## src/verilog/eq_defines.svh

```systemverilog
`ifndef EQ_DEFINES_SVH
`define EQ_DEFINES_SVH

// Sample window and symmetric FIR shape
`define EQ_TAPS 45
`define EQ_PAIRS 22

// Graphic EQ bands
`define EQ_BANDS 7

// Audio sample width, also used for accumulators and results
`define EQ_SAMPLE_W 32

// Coefficient magnitude, sign kept separately
`define EQ_COEF_W 14

// Per-band gain
`define EQ_GAIN_W 4

// Fixed scale applied to each band's accumulated value
`define EQ_SCALE_DIV 800000

`endif

```

## src/verilog/band_scaler.sv

```systemverilog
`include "eq_defines.svh"

module band_scaler
(
  input  logic                    clk,
  input  logic                    reset,
  input  logic [`EQ_SAMPLE_W-1:0] acc,
  input  logic                    acc_valid,
  input  logic [`EQ_GAIN_W-1:0]   gain,
  output logic [`EQ_SAMPLE_W-1:0] result,
  output logic                    done
);

  localparam int MSB    = `EQ_SAMPLE_W - 1;
  localparam int STEP_W = $clog2(`EQ_SAMPLE_W);
  localparam logic [STEP_W-1:0] LAST_STEP = STEP_W'(`EQ_SAMPLE_W - 1);

  logic                    acc_neg;
  logic [`EQ_SAMPLE_W-1:0] quot;  // Dividend out at the top, quotient in at the bottom
  logic [`EQ_SAMPLE_W-1:0] rem;
  logic [`EQ_SAMPLE_W:0]   rem_shift;
  logic [`EQ_SAMPLE_W:0]   rem_sub;
  logic                    rem_fit;
  logic [STEP_W-1:0]       step;
  logic                    running;
  logic                    finish;
  logic [`EQ_SAMPLE_W-1:0] scaled;

  assign rem_shift = {rem, quot[MSB]};
  assign rem_sub   = rem_shift - `EQ_SCALE_DIV;
  assign rem_fit   = rem_shift >= `EQ_SCALE_DIV;
  assign scaled    = quot * `EQ_SAMPLE_W'(gain);

  ////////////////////////////////////////////////////////////////////////
  // Capture, 32 restoring steps, then gain and sign
  ////////////////////////////////////////////////////////////////////////

  always_ff @(posedge clk)
  begin
    if (reset)
    begin
      running <= 1'b0;
      finish  <= 1'b0;
      done    <= 1'b0;
      step    <= '0;
    end
    else
    begin
      done   <= finish;
      finish <= running && (step == LAST_STEP);
      if (acc_valid)
      begin
        running <= 1'b1;
        step    <= '0;
      end
      else if (running)
      begin
        step <= step + 1'b1;
        if (step == LAST_STEP)
          running <= 1'b0;
      end
    end
  end

  always_ff @(posedge clk)
  begin
    if (acc_valid)
    begin
      acc_neg <= acc[MSB];
      quot    <= acc[MSB] ? -acc : acc;  // Magnitude
      rem     <= '0;
    end
    else if (running)
    begin
      quot <= {quot[MSB-1:0], rem_fit};
      rem  <= rem_fit ? rem_sub[MSB:0] : rem_shift[MSB:0];
    end

    if (finish)
      result <= acc_neg ? -scaled : scaled;
  end

  // Next band must wait for this result
  a_no_overlap: assert property (@(posedge clk) disable iff (reset)
    acc_valid |-> !(running || finish));

endmodule

```

## config.mk

```make
export PLATFORM = sky130hd
export DESIGN_NAME = band_scaler
export DESIGN_NICKNAME = d
export VERILOG_FILES = /design/src/verilog/band_scaler.sv
export VERILOG_INCLUDE_DIRS = /design/src /design/src/verilog
export SDC_FILE = /design/constraint.sdc
export NUM_CORES = 1
export LEC_CHECK = 0
export BUFFER_PORTS_ARGS = -buffer_cell sky130_fd_sc_hd__buf_2
export CORE_MARGIN = 4
export CORE_UTILIZATION = 40
export CTS_CLUSTER_SIZE = 40
export DETAILED_ROUTE_END_ITERATION = 12
export GPL_TIMING_DRIVEN = 0
export PLACE_DENSITY = 0.54
export SYNTH_ARGS = -nofsm -noshare
export SYNTH_HDL_FRONTEND = slang
export SYNTH_SLANG_ARGS = --single-unit
export TNS_END_PERCENT = 50
```

## constraint.sdc

```tcl
create_clock -name clk -period 7.44 [get_ports clk]
set_input_delay 0.372 -clock clk [delete_from_list [all_inputs] [get_ports clk]]
set_output_delay 0.372 -clock clk [all_outputs]
set_load 0.01 [all_outputs]
```

== Yosys cells after proc, flatten, opt, wreduce, memory -nomap -nowiden ==
Index checks and enable logic that the tools add are counted.

* Bits in registers: 105
* Input port bits: 39
* Word-level logic and storage cells: 26
* Output and inout bits: 33

* $lt $le $gt $ge: 1
* Add/sub/neg operators: 4
* Mux-type cells: 8
* $mul: 1
* Reductions and logical operators: 3
* Equality and inequality tests: 1

{| class="wikitable"
|+ Operators with widths
! cell !! number
|-
| $mux W32 || 5
|-
| $neg A32 Y32 || 2
|-
| $ge A33 B20 Y1 const B || 1
|-
| $mul A32 B4 Y32 || 1
|-
| $sub A32 B20 Y32 const B || 1
|-
| $add A5 B1 Y5 const B || 1
|-
| $eq A5 B5 Y1 const B || 1
|-
| $mux W1 || 3
|-
| $reduce_bool A2 Y1 || 1
|-
| $reduce_or A2 Y1 || 1
|-
| $logic_and A1 B1 Y1 || 1
|}

== Longest topological paths before layout ==
* Depth after elaboration: 4
* Gate-level depth with buffers: 18
* Gate-level depth less buffers: 15

== Worst setup path before layout ==
No wires, ideal clock.

* Kind: input to register
* Start point: input port gain[3]
* End point: register result[25] (data pin)
* Slack: 2,697 ps
* Arrival time: 4,475 ps
* Stages on the path: 17
* Buffers on the path: 2
* Library setup time: 269 ps
* Required time: 7,171 ps
* Cell sequence: clkbuf_1 > clkbuf_1 > and2_1 > fa_1 > inv_1 > fa_1 > inv_1 > ha_1 > a21oi_1 > o22a_1 > a21o_2 > nand2_1 > o311a_1 > nor4_1 > nand3_1 > o31ai_1 > xor2_1

* Cells in the longest elaborated chain, start to end: 3

{| class="wikitable"
|+ RTL lines
! item !! RTL line !! RTL
|-
| start, declared || band_scaler.sv:9 || <nowiki>input logic [`EQ_GAIN_W-1:0] gain,</nowiki>
|-
| $mul A32 B4 Y32 * || band_scaler.sv:32 || <nowiki>assign scaled = quot * `EQ_SAMPLE_W'(gain);</nowiki>
|-
| $neg A32 Y32 || band_scaler.sv:80 || <nowiki>result <= acc_neg ? -scaled : scaled;</nowiki>
|-
| $mux W32 * || band_scaler.sv:80 ||
|-
| end signal, assigned || band_scaler.sv:80 ||
|-
| end, declared || band_scaler.sv:10 || <nowiki>output logic [`EQ_SAMPLE_W-1:0] result,</nowiki>
|}

Mark *: on every way between the ends. The rest lies on a longest branch, timed or not.
A chain may end at the register's enable or synchronous reset.

== Worst setup path in the final report ==
* Start point: input port gain[3]
* End point: register result[30] (data pin)

The elaborated chain is that of the path after synthesis.

==> results.yml <==
timing:
  rsz0062_at_grt: "no"
  fin_crit_ns: 5.560
  tightest_slew_ns: 0.7851
  period_share_pct: 74.73
  slew-limit-headroom_pct: 47.66
  fmax_ghz: 0.1799
  hold_viol_final: 0
  finalSetupViolCount: 0
  slew_viol_final: 0
  fin_skew_ns: 0.01681
  finalSetupTns_ns: 0
drt:
  drc: 0
  wl_microns: 22210
  routedWlPerCell_microns: 14.86
  vias: 7454
  firstDrtPassIters: 4
  avgViaCountPerCell: 4.986
  drt_iter0_markers: 325
  ant_nets: 0
pwr:
  power.clock.fraction_pct: 17.6
  switching_share_pct: 42.83
  power_frac_comb_pct: 55.0
  vdd_ir_drop_max_mv: 0.1281
  power_mw: 2.766
  netSwitchingPower_mw: 1.185
  p_leak_nw: 4.446
  p_int_mw: 1.581
  seq_power_share_pct: 27.4
  cellPowerDensity_nw_per_um2: 261.2
clock_network:
  cts_resized: 0
  cts_tree: "done"
  post-cts-setup-buffers: 0
  cts_made_buffers: 9
  cts.sinks: 105
  clock_latency_ns: 0.36
  clk_pin_slew_ns: 0.08
  root_buffer: "clkbuf_16"
  clk_path_buf_depth: 2
  ctsHtreeMaxLevel: 3
  cts_hold_buf: 0
worst_setup_path:
  cp-start-kind: "primary input"
  regToRegSetupSlack_ns: 2.19
  crit_fanout: 10
  critPathArrivalTime_ns: 5.66
  cp-end-kind: "register"
  required_ns: 7.54
  worst-setup-path-type: "in2reg"
synthesis:
  synth-edff-count: 65
  syn_inst: 1090
  yosysUniqueCellTypes: 69
  synthAdderAreaFrac_pct: 16.94
  synth_top_family_by_area: "simple AND/OR/NAND/NOR gates"
  syn-num-nets: 1224
  async_flop_share_pct: 0
  yosysSeqAreaShare_pct: 28.85
  synth.largest_area_cell: "edfxtp_1"
  ys_seq_elements: 105
  syn_area_sq_um: 9542
  ys.warnings.count: 0
  synth_area_leaders: "edfxtp_1 (20%), fa_1 (12%), dfxtp_1 (8.4%), and2_1 (5.9%), xnor2_1 (5.1%)"
  ys.flop_type: "edfxtp_1"
  synth_simple_gate_area_share_pct: 20.29
  synth_compound_area_share_pct: 15.32
  avgSynthCellArea_sq_um: 8.754
  synth-xor-area-share_pct: 9.087
  synth_top_area_share_pct: 20.46
  yosys-top-cells-count: "inv_1 (123), nand2_1 (92), and2_1 (90)"
  muxShareOfSynthArea_pct: 2.859
  yosysMostFrequentCell: "inv_1"
placed_design:
  hpwl_microns: 17840
  gp_congestion: 0.8209
  io_buffers: 70
cells_and_area:
  num-nets-final: 1305
  fillers: 2353
  final_layout_size_suffix_gt1_share_pct: 9.779
  syn_to_final_growth_pct: 10.99
  diodes: 0
  fin_util_pct: 45.12
floorplan:
  initial_core_util_pct: 40.65
  dieArea_sq_um: 26390
  die_h_microns: 162.4
  io_pins: 72
  placementRows: 56
  core-area_sq_um: 23470
  die_x_microns: 162.4
global_routing:
  grt_pass1_wl_microns: 37370
  antenna_found_initial: 2
  grt_max_degree: 34
  grt_overflow: 0
  grt_use_total_pct: 17.34
  first_global_vias: 7327
job:
  max-cap-violations: 0
run_status:
  outcome: "finished, final reports clean"
worst_hold_path:
  hold_path.class: "in2reg"
-- area by class of cell --
type	count	area [sq um]	share of cell area, %
Multi-Input combinational cell	816	6153	58.10
Timing Repair Buffer	70	350.3	3.308
Clock inverter	7	72.57	0.6853
Inverter	123	461.7	4.360
Clock buffer	9	225.2	2.127
Buffer	46	173.9	1.642
Sequential cell	105	2754	26.00
Tap cell	319	399.1	3.769
-- flip-flops by register name, indices dropped and copies added, names as in the netlist --
name and count:
running 1, acc_neg 1, quot 32, result 32, done 1, step 5
rem 32, finish 1
-- routing by layer --
layer	share of wire [%]	track usage, %
met1	48	23.67
met2	48	29.22
met3	3.0	2.683
met4	1.3	3.883
met5	0.12	0
-- power by group through the flow --
stage                     Combinational [mW]  Sequential (mW)  Clock (mW)
after floorplan                         1.23            0.753           0
after global placement                  1.51            0.771           0
after detailed placement                1.52            0.771           0
final                                   1.52            0.758       0.486
after global routing                    1.75            0.765       0.522
after CTS                               1.53            0.758       0.499
-- critical path, cell delays in order --
cell	delay, ns
buf_2	0.09
clkbuf_1	0.39
clkbuf_1	0.48
nand2_1	0.16
fa_1	0.46
fa_1	0.51
inv_1	0.04
ha_1	0.35
a21oi_1	0.23
and2_1	0.22
mux2_2	0.34
nor3_1	0.40
o2111ai_1	0.36
nor4_1	0.55
nand4_1	0.28
o31ai_1	0.33
xnor2_1	0.10
-- path summary, 6_finish.rpt --
check | start | end | cells after the start
max reg2reg | quot[1] | result[30] | 15
min | acc_valid | acc_neg | 1
min reg2reg | rem[23] | rem[23] | 2
max | gain[3] | result[30] | 17
-- logic make-up (layout without fill, tap and decap cells) --
group | count (synthesis) | after routing
adder cells (fa/ha/maj) | 95 | 95
flip-flops | 105 | 105
AND/OR/NAND/NOR | 376 | 376
multiplexers | 26 | 26
buffers and inverters | 169 | 255
XOR/XNOR | 99 | 99
AO/OA/AOI/OAI | 220 | 220
-- placed cells by master, fill, tap and decap left out, drive strengths merged, types with 21 or more instances in the layout --
| cell type | Yosys | routed |
|---|---|---|
| xor2 | 43 | 43 |
| and2 | 90 | 90 |
| ha | 38 | 38 |
| nor2 | 83 | 83 |
| fa | 57 | 57 |
| nand2 | 92 | 92 |
| clkbuf | 44 | 53 |
| edfxtp | 65 | 65 |
| o21ai | 51 | 51 |
| buf | 2 | 72 |
| inv | 123 | 126 |
| a211oi | 21 | 21 |
| dfxtp | 40 | 40 |
| a21oi | 60 | 60 |
| xnor2 | 56 | 56 |
-- stage by stage --
stage | worst slack [ns] | instance area [sq um] | hold WS (ns) | std cells
5_1_grt | 1.522 | 10590 | 0.2297 | 1495
3_3_place_gp | 1.427 | 10290 | 0.4814 | 1479
2_1_floorplan | 2.697 | 9542 | 0.4633 | 1090
3_5_place_dp | 1.378 | 10290 | 0.4896 | 1479
4_1_cts | 1.754 | 10590 | 0.2281 | 1495
6_report | 1.880 | 10590 | 0.2368 | 1495
No activity file was read; power rests on OpenSTA's default activity.
