--- config.mk ---
export PLATFORM = sky130hd
export DESIGN_NAME = band_sequencer
export DESIGN_NICKNAME = d
export VERILOG_FILES = /design/src/verilog/eq_pkg.sv /design/src/verilog/band_sequencer.sv
export VERILOG_INCLUDE_DIRS = /design/src /design/src/verilog
export SDC_FILE = /design/constraint.sdc
export NUM_CORES = 1
export LEC_CHECK = 0
export BUFFER_PORTS_ARGS = -buffer_cell sky130_fd_sc_hd__buf_2
export CAP_MARGIN = 20
export CORE_UTILIZATION = 38
export DETAILED_ROUTE_END_ITERATION = 16
export GPL_TIMING_DRIVEN = 0
export MAX_ROUTING_LAYER = met4
export RECOVER_POWER = 25
export SYNTH_ARGS = -nofsm -noshare
export SYNTH_HDL_FRONTEND = slang
export SYNTH_SLANG_ARGS = --single-unit
export TNS_END_PERCENT = 50
--- constraint.sdc ---
create_clock -name clk -period 11.8 [get_ports clk]
set_input_delay 0.59 -clock clk [delete_from_list [all_inputs] [get_ports clk]]
set_output_delay 0.59 -clock clk [all_outputs]
set_load 0.05 [all_outputs]
--- src/verilog/eq_defines.svh ---
`ifndef EQ_DEFINES_SVH
`define EQ_DEFINES_SVH

// Sample window and symmetric FIR shape
`define EQ_TAPS 45
`define EQ_PAIRS 22

// Graphic EQ bands
`define EQ_BANDS 7

// Audio sample width, also used for accumulators and results
`define EQ_SAMPLE_W 32

// Coefficient magnitude, sign kept separately
`define EQ_COEF_W 14

// Per-band gain
`define EQ_GAIN_W 4

// Fixed scale applied to each band's accumulated value
`define EQ_SCALE_DIV 800000

`endif

--- src/verilog/eq_pkg.sv ---
`include "eq_defines.svh"

package eq_pkg;

  typedef struct packed {
    logic [`EQ_SAMPLE_W-1:0] left;
    logic [`EQ_SAMPLE_W-1:0] right;
  } stereo_t;

  // Signed-magnitude coefficient
  typedef struct packed {
    logic                  neg;
    logic [`EQ_COEF_W-1:0] mag;
  } coef_t;

  typedef coef_t [`EQ_PAIRS-1:0] band_coefs_t;

  typedef logic [`EQ_BANDS-1:0][`EQ_GAIN_W-1:0] band_gains_t;

  typedef logic [2:0] band_idx_t;

  //////////////////////////////////////////////////////////////////////
  // Coefficient tables, one row per band, pair 0 first
  //////////////////////////////////////////////////////////////////////

  localparam logic [`EQ_COEF_W-1:0] coef_mag [`EQ_BANDS][`EQ_PAIRS] = '{
    '{0, 0, 1, 2, 3, 5, 9, 13, 19, 27, 36,
      47, 59, 73, 87, 100, 120, 130, 140, 150, 160, 170},
    '{0, 1, 2, 4, 8, 15, 24, 36, 52, 73, 98,
      130, 160, 200, 240, 280, 320, 360, 390, 420, 440, 450},
    '{0, 2, 4, 10, 19, 35, 58, 92, 140, 200, 270,
      360, 470, 590, 710, 850, 980, 1110, 1230, 1320, 1400, 1440},
    '{1, 4, 14, 32, 65, 110, 180, 260, 340, 400, 410,
      330, 120, 230, 760, 1460, 2290, 3200, 4130, 4970, 5650, 6100},
    '{1, 4, 10, 14, 10, 2, 0, 55, 200, 420, 580,
      440, 270, 1680, 3600, 5440, 6320, 5450, 2490, 2110, 7130, 11030},
    '{1, 2, 3, 17, 24, 8, 0, 65, 160, 29, 580,
      1350, 1270, 590, 3600, 5160, 2620, 3650, 9280, 8970, 1530, 8110},
    '{0, 2, 0, 19, 34, 37, 180, 120, 360, 730, 0,
      1500, 1550, 1090, 3600, 1690, 3700, 5590, 0, 6870, 5600, 3150}
  };

  // Leftmost bit is pair 0
  localparam logic [0:`EQ_PAIRS-1] coef_neg [`EQ_BANDS] = '{
    22'b0000_0000_0000_0000_0000_00,
    22'b0000_0000_0000_0000_0000_00,
    22'b0000_0000_0000_0000_0000_00,
    22'b1111_1111_1111_1000_0000_00,
    22'b0000_0110_0000_1111_1110_00,
    22'b1100_0000_0011_1000_0111_10,
    22'b0001_1000_1100_0111_0001_10
  };

  function automatic band_coefs_t band_entry(input int b);
    band_coefs_t entry;
    for (int k = 0; k < `EQ_PAIRS; k++)
    begin
      entry[k].neg = coef_neg[b][k];
      entry[k].mag = coef_mag[b][k];
    end
    return entry;
  endfunction

  localparam band_coefs_t coef_table [`EQ_BANDS] = '{
    band_entry(0),
    band_entry(1),
    band_entry(2),
    band_entry(3),
    band_entry(4),
    band_entry(5),
    band_entry(6)
  };

endpackage

--- src/verilog/band_sequencer.sv ---
`include "eq_defines.svh"

module band_sequencer
(
  input  logic                    clk,
  input  logic                    reset,
  input  logic                    sample_strobe,
  input  logic [`EQ_SAMPLE_W-1:0] left_result,
  input  logic [`EQ_SAMPLE_W-1:0] right_result,
  input  logic                    left_done,
  input  logic                    right_done,
  output eq_pkg::band_idx_t       band,
  output logic                    mac_start,
  output eq_pkg::stereo_t         audio_out,
  output logic                    out_valid,
  output logic                    busy
);

  localparam eq_pkg::band_idx_t LAST_BAND = eq_pkg::band_idx_t'(`EQ_BANDS - 1);

  typedef enum logic [1:0]
  {
    S_IDLE,
    S_RUN,
    S_SUM
  } state_t;

  state_t                  state;
  logic                    pair_done;
  logic [`EQ_SAMPLE_W-1:0] left_band  [`EQ_BANDS];
  logic [`EQ_SAMPLE_W-1:0] right_band [`EQ_BANDS];
  eq_pkg::stereo_t         band_sum;

  assign pair_done = left_done && right_done;

  always_comb
  begin
    band_sum = '0;
    for (int b = 0; b < `EQ_BANDS; b++)
    begin
      band_sum.left  = band_sum.left + left_band[b];
      band_sum.right = band_sum.right + right_band[b];
    end
  end

  ////////////////////////////////////////////////////////////////////////
  // Sweep FSM
  ////////////////////////////////////////////////////////////////////////

  always_ff @(posedge clk)
  begin
    if (reset)
    begin
      state     <= S_IDLE;
      band      <= '0;
      mac_start <= 1'b0;
      out_valid <= 1'b0;
      busy      <= 1'b0;
      audio_out <= '0;
    end
    else
    begin
      mac_start <= 1'b0;
      out_valid <= 1'b0;
      case (state)
        S_IDLE:
        begin
          if (sample_strobe)  // Strobes while busy only shift the window
          begin
            state     <= S_RUN;
            band      <= '0;
            mac_start <= 1'b1;
            busy      <= 1'b1;
          end
        end
        S_RUN:
        begin
          if (pair_done)
          begin
            if (band == LAST_BAND)
              state <= S_SUM;
            else
            begin
              band      <= band + 1'b1;
              mac_start <= 1'b1;
            end
          end
        end
        S_SUM:
        begin
          audio_out <= band_sum;
          out_valid <= 1'b1;
          busy      <= 1'b0;
          state     <= S_IDLE;
        end
        default:
          state <= S_IDLE;
      endcase
    end
  end

  // Per-band results
  always_ff @(posedge clk)
  begin
    if (state == S_RUN && pair_done)
    begin
      left_band[band]  <= left_result;
      right_band[band] <= right_result;
    end
  end

  // Both channel scalers run in lockstep
  a_done_pair: assert property (@(posedge clk) disable iff (reset)
    left_done == right_done);

  a_band_range: assert property (@(posedge clk) disable iff (reset)
    band <= LAST_BAND);

endmodule

Word-level counts from Yosys, hierarchy flattened
Memories as Yosys holds them, arrays and structs flattened.
Index checks and enable logic that the tools add are counted.
{"block": "op_classes", "n_reduce_logical": 8, "eq_ne": 7, "add_sub_neg": 13, "muxes": 17}
{"cell": "$add 32x32->32", "count": 12}
{"cell": "$mux 3", "count": 3}
{"cell": "$ne 2x2->1 const B", "count": 4}
{"cell": "$mux 1", "count": 7}
{"cell": "$mux 2", "count": 3}
{"cell": "$pmux 3 s2", "count": 1}
{"cell": "$pmux 1 s2", "count": 2}
{"cell": "$pmux 2 s2", "count": 1}
{"cell": "$reduce_and 4->1", "count": 1}
{"cell": "$reduce_bool 2->1", "count": 2}
{"cell": "$add 3x1->3 const B", "count": 1}
{"cell": "$eq 3x3->1 const B", "count": 1}
{"cell": "$reduce_and 3->1", "count": 1}
{"cell": "$eq 2x1->1 const B", "count": 1}
{"cell": "$eq 2x2->1 const B", "count": 1}
{"cell": "$logic_and 1x1->1", "count": 2}
{"cell": "$logic_not 2->1", "count": 1}
{"cell": "$reduce_and 2->1", "count": 1}
{"block": "totals", "ff_bits": 72, "n_memories": 2, "out_inout_bits": 70, "mem_bits_rw": 448, "inputBits": 69, "word_cells": 54}
{"memory": "left_band", "depth": 7, "word_bits": 32, "read_ports": 7, "rd_clocked_by_memory_dff": 0, "write_ports": 1, "line_no": "band_sequencer.sv:30", "source": "logic [`EQ_SAMPLE_W-1:0] left_band [`EQ_BANDS];"}
{"memory": "right_band", "depth": 7, "word_bits": 32, "read_ports": 7, "rd_clocked_by_memory_dff": 0, "write_ports": 1, "line_no": "band_sequencer.sv:31", "source": "logic [`EQ_SAMPLE_W-1:0] right_band [`EQ_BANDS];"}

Longest topological paths before layout
{"block": "logic_depth", "word_depth": 6, "depth_mapped": 19, "depth_no_buf": 19}

Worst setup path before layout
Ideal clock, no wire load.
{"block": "synth_timing", "kind": "input-to-reg", "startpoint": "input port left_done", "endpoint": "memory left_band[0][0] (netlist name) (enable)", "n_path_buf": 0, "required_time_ps": 11235, "path_stages": 4, "arrival_time_ps": 5529, "setup_ps": 565, "path_slack_ps": 5707, "cell_sequence": "nand2_1 > nor3b_1 > nand2_1 > nor3_1"}
{"block": "synth_between", "elab_chain_cells": 4}
{"item": "start, declared", "line_no": "band_sequencer.sv:10", "source": "input logic left_done,"}
{"item": "$logic_and 1x1->1", "line_no": "band_sequencer.sv:34", "source": "assign pair_done = left_done && right_done;"}
{"item": "$logic_and 1x1->1", "line_no": "band_sequencer.sv:105", "source": "if (state == S_RUN && pair_done)"}
{"item": "$mux 1", "line_no": "band_sequencer.sv:105"}
{"item": "$mux 1 (implied by the code)", "line_no": "band_sequencer.sv:107", "source": "left_band[band] <= left_result;"}
{"item": "end, declared", "line_no": "band_sequencer.sv:30"}
Every way passes these cells.

==> results.md <==
* DPL Wire Length at 43,900 um
* Layout cell share with drive strength beyond 1 at 9.52%
* Initial Util at 38.6%
* Max-cap viol count at 0
* Critical path class: reg -> reg
* CTS tree: yes
* Final setup fails at 0
* Residual DRC at 0
* Post-CTS Setup Inserts at 0
* Post-synthesis sequential area ratio at 53.7%
* # nets final at 2,822
* Max Buffers Root-to-Sink at 3
* Final Cycle Share at 42.1%
* Max-slew violations at 0
* Syn Inst Count at 2,157
* Pwr/cell area at 123 nW/um^2
* Clock sink count at 520
* Reg area at 14,900 sq um
* Highest Clock Rate at 201 MHz
* Number of global-route vias before repair at 16,900
* RSZ-0062 raised after global routing: false
* Crit path DAT at 5.51 ns
* Worst Skew at 0.0235 ns
* Placed Area at 30,200 sq um
* Syn Area/Cell at 12.9 sq um
* Met3 WL at 4200 um
* Fill count at 6,615
* Multi-input gate area at 10,300 sq um
* Global-route wire length before repair at 92,400 um
* Post-synth EDFFs at 448
* Minimum clock period at 4.97 ns
* Remaining Overflow, GRT at 0
* Vias/cell at 4.64
* Synth Warn # at 0
* Hold Path Class: in -> reg
* Wirelength per Cell at 17.0 um
* Routed length on met1 at 25,200 um
* GRT Util Overall at 16.8%
* Peak VDD IR at 126 uV
* Layout area overhead at 15.5%
* FFs w/ async S/R, synth at 0%
* Die ar. at 74,100 sq um
* CP startpoint kind: flop
* # IOs at 139
* Rows at 98
* DR vias at 15,700
* Die height at 272 um
* Status: completed
* Final std cell area, no fill at 32,100 sq um
* Main synth FF type: edfxtp_1
* Root Buffer: clkbuf_16
* Fin. Hold Viols at 0
* Core area at 71,900 sq um
* Initial DRC count at 1,057
* Die W at 272 um
* Number of buffers created by CTS at 53
* Final ANT Viol Nets at 0
* Total nets after synthesis at 2,598
* First-pass detailed-route iteration total at 5
* Crit. End Element: flop
* Number of port buffers at 137
* Register bit total from synthesis at 520
* CP Max Fanout at 6
* Pin count of the biggest net entering global routing at 26
* Worst-margin pin slew at 1.03 ns
* Initial antenna violation count at 2
* Post-synth cell types at 59
* Post_cts resized at 0
* Clk_lat worst skew at 0.61 ns
* Reg clk slew, reported paths at 0.06 ns
* Wire length on met2 at 27,100 um
* Worst endpoint required time at 12.34 ns
* Htree depth at 2
* Leak pwr at 0.0137 uW
* Setup TNS at 0 ns
* GP Congestion at 0.872
* Post-CTS Hold Buffers at 0
* Routed WL at 57,500 um
* Max transition margin at 31.1%
* Synthesized area at 27,800 sq um
* Finished Core Util at 44.6%
* Highest metal used: met4
==> cell type report <==
type / instances / share of cell area [%]
antenna: 1 / 0.00781
buffer: 28 / 0.332
clock buffer: 71 / 4.67
clock inverter: 29 / 1.16
inverter: 674 / 7.89
multi-input combinational: 935 / 32.1
sequential: 520 / 46.5
tap: 950 / 3.71
timing repair buffer: 169 / 3.72
==> layout by cell type, fill, tap and decap left out, types with 8 or more instances in the layout <==
master	instances
fa_1	304
clkinv_2	8
buf_12	8
buf_2	91
clkbuf_16	55
nor2_1	31
a21o_1	24
and3_1	12
edfxtp_1	448
o21ai_0	35
nor3_1	12
buf_6	13
bufinv_16	8
buf_16	8
a211oi_1	13
clkbuf_1	83
a31oi_1	12
o211ai_1	16
nand2b_1	13
xor2_1	19
nand3_1	29
inv_1	673
nand2_1	112
ha_1	68
xnor2_1	37
nand3b_1	8
dfxtp_1	72
a21oi_1	105
==> sequential cells by signal, indices dropped and copies added (netlist names) <==
name        cells
audio_out      64
band            3
busy            1
left_band     224
mac_start       1
out_valid       1
right_band    224
state           2
==> worst max-delay path: stages (launching register included) <==
cell,delay (ns)
edfxtp_1,0.40
fa_1,0.52
fa_1,0.52
fa_1,0.50
inv_1,0.05
fa_1,0.51
inv_1,0.06
ha_1,0.37
nand3_1,0.15
a2111oi_2,0.30
a21oi_1,0.17
a2111o_1,0.44
a211oi_2,0.39
o211ai_2,0.16
a211oi_2,0.22
a311o_1,0.15
==> power breakdown <==
part           switching (uW)  internal [uW]
registers                2.71           2000
clock network             731           1070
logic                    94.0           50.4
==> cells in the mapped netlist (8+ instances only) <==
library cell	n	area share, %
a31oi_1	12	0.27
nand2_1	112	1.5
nand2b_1	13	0.29
ha_1	68	3.1
clkbuf_1	26	0.35
a21o_1	24	0.65
nand3_1	29	0.52
nor3_1	14	0.25
nand3b_1	8	0.22
o21ai_0	35	0.63
fa_1	304	22
dfxtp_1	72	5.2
o211ai_1	16	0.43
xor2_1	19	0.60
a211oi_1	13	0.35
and3_1	12	0.27
edfxtp_1	448	48
nor2_1	36	0.49
inv_1	673	9.1
xnor2_1	37	1.2
a21oi_1	105	1.9
==> metrics by stage <==
stage	setup WS [ns]	total power, uW	hold slack, ns	std cells
final	6.83	3950	0.258	3377
after global routing	6.48	4090	0.244	3377
after CTS	6.81	3990	0.198	3375
after detailed placement	6.83	2190	0.445	3275
after global placement	0.708	2180	0.440	3244
after floorplan	5.71	2130	0.498	2157
==> per-layer routing <==
| metal | vias to the layer above | global-route usage [%] |
|---|---|---|
| met5 | - | - |
| met1 | 7937 | 22.1 |
| met4 | 0 | 3.52 |
| met3 | 67 | 4.17 |
| met2 | 397 | 26.2 |
| li1 | 7271 | - |
==> cell families (layout without fill, tap and decap cells) <==
logic type	count (synthesis)	count (layout)	synth area share [%]
other	0	1	0
xor gates and xnor gates	56	56	1.77
buffers and inverters	702	971	9.50
and+or+nand+nor	256	256	4.34
adders and majority gates	372	372	25.0
DFF	520	520	53.7
AOI/OAI and AO/OA	251	251	5.76
==> worst paths after layout <==
kind	startpoint	endpoint	slack, ns	cells after the start
min	right_result[25]	right_band[1][25]	0.26	1
min reg2reg	audio_out[37]	audio_out[37]	0.45	2
max	right_band[3][13]	audio_out[30]	6.83	15
max reg2reg	right_band[3][13]	audio_out[30]	6.83	15
Note: power is estimated with default switching activity, not from simulation.
